<file path="src/logic/mips_pkg.sv">
package mips_pkg;

    typedef logic [31:0] word_t;
    typedef logic [4:0]  reg_idx_t;

    // primary opcodes in instr[31:26]
    typedef enum logic [5:0] {
        OP_SPECIAL = 6'h00,    // register forms decoded by funct
        OP_J       = 6'h02,
        OP_BEQ     = 6'h04,
        OP_BNE     = 6'h05,
        OP_ADDIU   = 6'h09,
        OP_SLTIU   = 6'h0b,
        OP_ANDI    = 6'h0c,
        OP_ORI     = 6'h0d,
        OP_XORI    = 6'h0e,
        OP_LUI     = 6'h0f,
        OP_LW      = 6'h23,
        OP_SW      = 6'h2b
    } opcode_t;

    // SPECIAL function codes in instr[5:0]
    typedef enum logic [5:0] {
        FN_ADDU = 6'h21,
        FN_SUBU = 6'h23,
        FN_AND  = 6'h24,
        FN_OR   = 6'h25,
        FN_XOR  = 6'h26,
        FN_NOR  = 6'h27,
        FN_SLT  = 6'h2a,
        FN_SLTU = 6'h2b
    } funct_t;

    typedef enum logic [3:0] {
        ALU_ADD,
        ALU_SUB,
        ALU_AND,
        ALU_OR,
        ALU_XOR,
        ALU_NOR,
        ALU_SLT,
        ALU_SLTU,
        ALU_PASS_B    // operand b straight through for lui
    } alu_op_t;

    typedef struct packed {
        alu_op_t     alu_op;
        logic        alu_src_imm;    // operand b from imm instead of rt
        word_t       imm;            // already extended or shifted
        logic        reg_write;
        reg_idx_t    dest;           // rd or rt
        logic        mem_read;
        logic        mem_write;
        logic        branch_eq;
        logic        branch_ne;
        logic        jump;
        logic [25:0] jump_index;
    } ctrl_t;

endpackage

</file>
<file path="src/logic/mips_alu.sv">
module mips_alu (
    input  mips_pkg::alu_op_t op,
    input  mips_pkg::word_t   a,
    input  mips_pkg::word_t   b,
    output mips_pkg::word_t   result,
    output logic              zero
);
    import mips_pkg::*;

    logic lt_signed;
    logic lt_unsigned;

    assign lt_signed   = $signed(a) < $signed(b);
    assign lt_unsigned = a < b;

    always_comb begin
        case (op)
            ALU_ADD:    result = a + b;    // addu semantics without overflow trap
            ALU_SUB:    result = a - b;
            ALU_AND:    result = a & b;
            ALU_OR:     result = a | b;
            ALU_XOR:    result = a ^ b;
            ALU_NOR:    result = ~(a | b);
            ALU_SLT:    result = {31'd0, lt_signed};
            ALU_SLTU:   result = {31'd0, lt_unsigned};
            ALU_PASS_B: result = b;
            default:    result = '0;    // unused encodings of the 4-bit op
        endcase
    end

    assign zero = (result == '0);

endmodule

</file>
<file path="src/logic/mips_cpu.sv">
module mips_cpu #(
    parameter mips_pkg::word_t RESET_VECTOR = 32'h0000_0000
) (
    input  logic            clk,
    input  logic            reset,
    output mips_pkg::word_t instr_addr,
    input  mips_pkg::word_t instr_data,
    output mips_pkg::word_t data_addr,
    output mips_pkg::word_t data_wdata,
    output logic            data_read,
    output logic            data_write,
    input  mips_pkg::word_t data_rdata,
    output mips_pkg::word_t register_v0
);
    import mips_pkg::*;

    word_t    pc;
    ctrl_t    ctrl;
    reg_idx_t rs;
    reg_idx_t rt;
    word_t    read_data_1;
    word_t    read_data_2;
    word_t    alu_b;
    word_t    alu_result;
    logic     alu_zero;
    word_t    write_back;
    logic     reg_write;
    logic     take_branch;

    mips_pc_unit #(
        .RESET_VECTOR (RESET_VECTOR)
    ) pc_unit0 (
        .clk           (clk),
        .reset         (reset),
        .take_branch   (take_branch),
        .branch_offset (ctrl.imm),
        .jump          (ctrl.jump),
        .jump_index    (ctrl.jump_index),
        .pc            (pc)
    );

    assign instr_addr = pc;

    mips_decoder decoder0 (
        .instr (instr_data),
        .ctrl  (ctrl),
        .rs    (rs),
        .rt    (rt)
    );

    mips_cpu_register regfile0 (
        .clk             (clk),
        .reset           (reset),
        .read_register_1 (rs),
        .read_register_2 (rt),
        .write_register  (ctrl.dest),
        .write_data      (write_back),
        .reg_write       (reg_write),
        .read_data_1     (read_data_1),
        .read_data_2     (read_data_2),
        .register_v0     (register_v0)
    );

    assign alu_b = ctrl.alu_src_imm ? ctrl.imm : read_data_2;

    mips_alu alu0 (
        .op     (ctrl.alu_op),
        .a      (read_data_1),
        .b      (alu_b),
        .result (alu_result),
        .zero   (alu_zero)
    );

    assign take_branch = (ctrl.branch_eq && alu_zero) || (ctrl.branch_ne && !alu_zero);

    // decoded strobes are held off while in reset
    assign reg_write  = ctrl.reg_write && !reset;
    assign data_read  = ctrl.mem_read && !reset;
    assign data_write = ctrl.mem_write && !reset;

    assign data_addr  = alu_result;     // low two bits ignored by memory
    assign data_wdata = read_data_2;    // rt for sw
    assign write_back = ctrl.mem_read ? data_rdata : alu_result;

endmodule

</file>
<file path="src/logic/mips_cpu_register.sv">
module mips_cpu_register (
    input  logic               clk,
    input  logic               reset,
    input  mips_pkg::reg_idx_t read_register_1,
    input  mips_pkg::reg_idx_t read_register_2,
    input  mips_pkg::reg_idx_t write_register,
    input  mips_pkg::word_t    write_data,
    input  logic               reg_write,
    output mips_pkg::word_t    read_data_1,
    output mips_pkg::word_t    read_data_2,
    output mips_pkg::word_t    register_v0
);
    import mips_pkg::*;

    localparam int NUM_REGS = 32;
    localparam reg_idx_t REG_V0 = 5'd2;

    word_t regs [NUM_REGS];    // gpr file where entry 0 is written but never read back

    always_ff @(posedge clk) begin
        if (reset) begin
            for (int i = 0; i < NUM_REGS; i++) begin
                regs[i] <= '0;    // all gprs cleared
            end
        end else if (reg_write) begin
            regs[write_register] <= write_data;
        end
    end

    // r0 reads as zero whatever was written to it
    assign read_data_1 = (reset || read_register_1 == '0) ? '0 : regs[read_register_1];
    assign read_data_2 = (reset || read_register_2 == '0) ? '0 : regs[read_register_2];

    assign register_v0 = regs[REG_V0];    // v0 tap for observation

endmodule

</file>
<file path="src/logic/mips_decoder.sv">
module mips_decoder (
    input  mips_pkg::word_t    instr,
    output mips_pkg::ctrl_t    ctrl,
    output mips_pkg::reg_idx_t rs,
    output mips_pkg::reg_idx_t rt
);
    import mips_pkg::*;

    opcode_t     opcode;
    funct_t      funct;
    reg_idx_t    rd;
    logic [15:0] imm16;
    word_t       imm_sext;
    word_t       imm_zext;
    word_t       imm_upper;

    assign opcode = opcode_t'(instr[31:26]);
    assign rs     = instr[25:21];
    assign rt     = instr[20:16];
    assign rd     = instr[15:11];
    assign funct  = funct_t'(instr[5:0]);    // shamt is not used by the subset
    assign imm16  = instr[15:0];

    assign imm_sext  = {{16{imm16[15]}}, imm16};
    assign imm_zext  = {16'h0000, imm16};
    assign imm_upper = {imm16, 16'h0000};    // lui

    always_comb begin
        ctrl = '0;    // anything unmatched stays a nop
        case (opcode)
            OP_SPECIAL: begin
                ctrl.reg_write = 1'b1;
                ctrl.dest      = rd;
                case (funct)
                    FN_ADDU: ctrl.alu_op = ALU_ADD;
                    FN_SUBU: ctrl.alu_op = ALU_SUB;
                    FN_AND:  ctrl.alu_op = ALU_AND;
                    FN_OR:   ctrl.alu_op = ALU_OR;
                    FN_XOR:  ctrl.alu_op = ALU_XOR;
                    FN_NOR:  ctrl.alu_op = ALU_NOR;
                    FN_SLT:  ctrl.alu_op = ALU_SLT;
                    FN_SLTU: ctrl.alu_op = ALU_SLTU;
                    default: ctrl = '0;    // includes sll 0 as the all-zero word
                endcase
            end
            OP_ADDIU, OP_SLTIU, OP_ANDI, OP_ORI, OP_XORI, OP_LUI: begin
                ctrl.alu_src_imm = 1'b1;
                ctrl.reg_write   = 1'b1;
                ctrl.dest        = rt;
                case (opcode)
                    OP_ADDIU: begin
                        ctrl.alu_op = ALU_ADD;
                        ctrl.imm    = imm_sext;
                    end
                    OP_SLTIU: begin
                        ctrl.alu_op = ALU_SLTU;    // sign-extended but compared unsigned
                        ctrl.imm    = imm_sext;
                    end
                    OP_ANDI: begin
                        ctrl.alu_op = ALU_AND;
                        ctrl.imm    = imm_zext;
                    end
                    OP_ORI: begin
                        ctrl.alu_op = ALU_OR;
                        ctrl.imm    = imm_zext;
                    end
                    OP_XORI: begin
                        ctrl.alu_op = ALU_XOR;
                        ctrl.imm    = imm_zext;
                    end
                    default: begin
                        ctrl.alu_op = ALU_PASS_B;
                        ctrl.imm    = imm_upper;
                    end
                endcase
            end
            OP_LW, OP_SW: begin
                ctrl.alu_op      = ALU_ADD;    // base + offset
                ctrl.alu_src_imm = 1'b1;
                ctrl.imm         = imm_sext;
                ctrl.reg_write   = (opcode == OP_LW);
                ctrl.dest        = rt;
                ctrl.mem_read    = (opcode == OP_LW);
                ctrl.mem_write   = (opcode == OP_SW);
            end
            OP_BEQ, OP_BNE: begin
                ctrl.alu_op    = ALU_SUB;    // zero flag gives rs == rt
                ctrl.imm       = imm_sext;
                ctrl.branch_eq = (opcode == OP_BEQ);
                ctrl.branch_ne = (opcode == OP_BNE);
            end
            OP_J: begin
                ctrl.jump       = 1'b1;
                ctrl.jump_index = instr[25:0];
            end
            default: ctrl = '0;
        endcase
    end

endmodule

</file>
<file path="src/logic/mips_pc_unit.sv">
module mips_pc_unit #(
    parameter mips_pkg::word_t RESET_VECTOR = 32'h0000_0000
) (
    input  logic            clk,
    input  logic            reset,
    input  logic            take_branch,
    input  mips_pkg::word_t branch_offset,
    input  logic            jump,
    input  logic [25:0]     jump_index,
    output mips_pkg::word_t pc
);
    import mips_pkg::*;

    word_t pc_plus4;
    word_t branch_target;
    word_t jump_target;
    word_t next_pc;

    assign pc_plus4      = pc + 32'd4;
    assign branch_target = pc_plus4 + {branch_offset[29:0], 2'b00};    // word offset
    assign jump_target   = {pc_plus4[31:28], jump_index, 2'b00};        // same 256MB region

    always_comb begin
        if (jump) begin
            next_pc = jump_target;    // jump wins over a branch
        end else if (take_branch) begin
            next_pc = branch_target;
        end else begin
            next_pc = pc_plus4;
        end
    end

    always_ff @(posedge clk) begin
        if (reset) begin
            pc <= RESET_VECTOR;
        end else begin
            pc <= next_pc;    // no delay slot
        end
    end

endmodule

</file>
<file path="config.mk">
export PLATFORM = sky130hd
export DESIGN_NAME = mips_cpu
export DESIGN_NICKNAME = d
export VERILOG_FILES = /design/src/logic/mips_pkg.sv /design/src/logic/mips_alu.sv /design/src/logic/mips_cpu.sv /design/src/logic/mips_cpu_register.sv /design/src/logic/mips_decoder.sv /design/src/logic/mips_pc_unit.sv
export SDC_FILE = /design/constraint.sdc
export NUM_CORES = 2
export LEC_CHECK = 0
export BUFFER_PORTS_ARGS = -buffer_cell sky130_fd_sc_hd__buf_2
export CAP_MARGIN = 20
export CORE_ASPECT_RATIO = 0.7
export CORE_MARGIN = 2
export CORE_UTILIZATION = 57
export CTS_BUF_LIST = sky130_fd_sc_hd__clkbuf_8 sky130_fd_sc_hd__clkbuf_16
export DETAILED_ROUTE_END_ITERATION = 8
export PLACE_DENSITY_LB_ADDON = 0.12
export SLEW_MARGIN = 15
export SYNTH_ARGS = -nofsm -noshare
export SYNTH_HDL_FRONTEND = slang
export SYNTH_SLANG_ARGS = --single-unit
</file>
<file path="constraint.sdc">
create_clock -name clk -period 8.1 [get_ports clk]
set_input_delay 0.81 -clock clk [delete_from_list [all_inputs] [get_ports clk]]
set_output_delay 0.81 -clock clk [all_outputs]
set_load 0.005 [all_outputs]
</file>
==> results.yml <==
logic_synthesis:
  synth_cell_type_count: 89
  synthArstFlopShare_pct: 0
  synth.area.top_cells: "edfxtp_1 49%, mux4_2 10%, nor2_1 7.1%"
  synth_top_family_by_area: "multiplexers"
  seq_area_frac_synth_pct: 49.6
  yosys-mux-area-fraction_pct: 19.1
  synth_edf_count: 1024
  yosysTopAreaCell: "edfxtp_1"
  avgSynthCellArea_sq_um: 11.2
  yosys_warnings: 0
  yosys_register_bits: 1054
  syn_area_sq_um: 63200
  synth_top_flop_cell: "edfxtp_1"
  synth_compound_area_share_pct: 11.7
  synth-xor-area-share_pct: 0.970
  netlist_instances: 5663
  synthAdderAreaFrac_pct: 2.75
  yosys.area_share.simple_pct: 11.8
  synth.top_cell.area_share_pct: 48.7
critical_path:
  cpMostUsedCell: "buf_4"
  crit_family: "compound AO/OA/AOI/OAI gates"
  reg2reg_from: "regfile0.regs[2][6]"
  slowest_delay_ns: 0.37
  path_max_fanout: 23
  startpoint_type: "input port"
  crit_required_ns: 7.29
  critPathArrivalTime_ns: 7.09
  criticalPathCategory: "in -> out"
  critPathSlowestCell: "a221oi_1"
  reg2reg_depth: 25
  cp.depth: 28
  crit_start: "instr_data[16]"
  critPathBufInv: 10
  cp-end-kind: "primary output"
placed_design:
  port_buffers: 193
  dp_hpwl_microns: 180000
  dpl_worst_slack_ns: -0.207
  routabilityCongestion: 1.09
  placed_cells: 7422
clocking:
  root_buffer: "clkbuf_16"
  clkSlewWorstSetupHoldPaths_ns: 0.07
  htree_levels: 3
  cts.sinks: 1054
  clockBufferDepth: 3
  numCtsBuffers: 101
  clock_latency_ns: 0.76
  tritoncts: "yes"
routing:
  drt_iter0_drc: 9783
  wire_per_inst_microns: 35.5
  dr.pass1.iters: 8
  finalWirelength_microns: 271000
  ant_nets: 0
  drc: 0
  viasPerCell: 7.21
  vias: 54900
layout:
  drive_above_1_share_pct: 24.3
  mostFrequentLayoutCells: "1189 x nor2_1, 1024 x edfxtp_1, 579 x buf_4, 386 x mux2i_1, 326 x a21oi_1"
  finalNonFillerCells: 7618
  multi_input_area_sq_um: 29900
  utilization_pct: 66.5
  regArea_sq_um: 31400
  area_growth_pct: 16.0
  fillers: 8424
  final_nets: 6275
  mostFrequentLayoutCell: "nor2_1"
die:
  start_util_pct: 57.3
  die_height_microns: 283
  fp.dieW_microns: 402
  rows: 102
  num_io_pins: 196
  dieArea_sq_um: 114000
  core_area_sq_um: 110000
timing:
  worst_slack_ns: 0.205
  rsz0062_at_grt: "false"
  fin_crit_ns: 7.90
  setup-violations-final: 0
  worst_pin_slew_ns: 1.20
  relSlewSlack_pct: 19.9
  fmax_mhz: 127
  fin_skew_ns: 0.0806
  finalHoldViolations: 0
  fin_crit_sh_pct: 97.5
  slew_violations: 0
global_routing:
  grt_max_degree: 74
  globalRouteTotalUtil_pct: 46.8
  grt_pass1_vias: 51100
  grt_pass1_wl_microns: 375000
  antenna_found_initial: 14
  grt_remaining_overflow: 0
power:
  seqPwrFrac_pct: 43.4
  power_density_nw_per_um2: 197
  switchingPower_mw: 4.59
  p_leak_nw: 28.4
  p_clk_share_pct: 32.4
  p_comb_share_pct: 24.3
  total_power_mw: 14.4
  p_int_mw: 9.85
  power.share.switching_pct: 31.8
  ir_drop_mv: 0.202
min_path:
  whs_path_depth: 3
  hold_class: "in -> reg"
  min_from: "instr_data[10]"
flow_run:
  drv_cap: 0
run_status:
  status: "completed"
## power by group through the flow
stage | clock network [mW] | logic [mW] | registers [mW]
global placement | 0 | 3.30 | 6.36
detailed placement | 0 | 3.32 | 6.37
finish | 4.67 | 3.50 | 6.26
global route | 4.84 | 3.57 | 6.27
floorplan | 0 | 1.66 | 6.33
CTS | 4.65 | 3.33 | 6.25
## state kept, by name, summed over array words and instances, names as in the netlist
| register | cells |
|---|---|
| pc_unit0.pc | 30 |
| regfile0.regs | 1024 |
## timing repair
item,in CTS,in global routing
hold buffers,0,0
endpoints found under the setup margin,0,1
setup buffers,0,0
gates resized for setup,0,3
## metal layers
metal / GRT usage [%] / vias up / routed length, microns
li1: - / 22100 / -
met1: 63.7 / 26900 / 97600
met2: 63.1 / 5090 / 107000
met3: 20.8 / 887 / 49900
met4: 23.6 / 12 / 16400
met5: 0.125 / - / 83
## final cells by class
class | instances | area share, %
inverters | 143 | 0.732
repair buffers | 828 | 8.87
multi-input cells | 3944 | 40.8
clock inverters | 82 | 0.840
diodes | 10 | 0.0341
flip-flops and latches | 1054 | 42.8
well taps | 1456 | 2.49
clock buffers | 101 | 3.45
## worst paths after layout
path,endpoint,slack [ns]
setup reg to reg,pc_unit0.pc[21],0.67
hold / removal,pc_unit0.pc[12],0.43
hold reg to reg,pc_unit0.pc[31],0.66
setup / recovery,data_addr[31],0.20
## worst register-to-register path, stage by stage (launching register included)
cell and delay, ns:
edfxtp_1 0.59, mux2_2 0.35, a21oi_1 0.20, o21ai_0 0.17
o22ai_1 0.20, nor3_1 0.13, o21ai_0 0.48, o21ai_0 0.21
ha_1 0.35, and3_1 0.20, a221o_1 0.36, a221oi_1 0.37
buf_4 0.19, o211ai_1 0.11, a21oi_1 0.25, mux2i_1 0.22
o211ai_1 0.14, or4_1 0.55, or3_1 0.37, or4_1 0.42
or4_4 0.53, mux2i_4 0.21, buf_12 0.17, buf_4 0.19
mux2i_1 0.11, a211oi_1 0.26
## stage by stage
stage          cell area, sq um  hold slack, ns  TNS (ns)
2_1_floorplan             63200           0.615         0
3_3_place_gp              70000           0.642     -2.75
3_5_place_dp              70100           0.638     -3.88
4_1_cts                   73200           0.396         0
5_1_grt                   73300           0.446         0
6_report                  73300           0.429         0
## cells in the mapped netlist (20+ instances only)
cell type and count:
a221oi_1 20, and2_1 28, xnor2_1 45, o21ai_0 243
o21a_1 42, clkbuf_1 428, nand2b_1 20, mux2_2 120
buf_1 75, o22ai_1 125, mux4_2 291, inv_1 143
nor2_1 1191, ha_1 134, nor3b_1 56, nand3_1 44
a211oi_1 51, xor2_1 25, a21oi_1 329, a21o_1 39
nor3_1 92, mux2i_1 416, edfxtp_1 1024, nand2_1 219
dfxtp_1 30, o221ai_1 120
## kinds of logic (layout without fill, tap and decap cells)
kind of cell,after synthesis,count (layout)
AOI/OAI and AO/OA,1147,1147
xor gates and xnor gates,70,70
adders and majority gates,137,137
buffers and inverters,666,1154
DFF,1054,1054
muxes,828,828
other,1,12
and+or+nand+nor,1760,1760
Power figures use the tool's default switching activity.
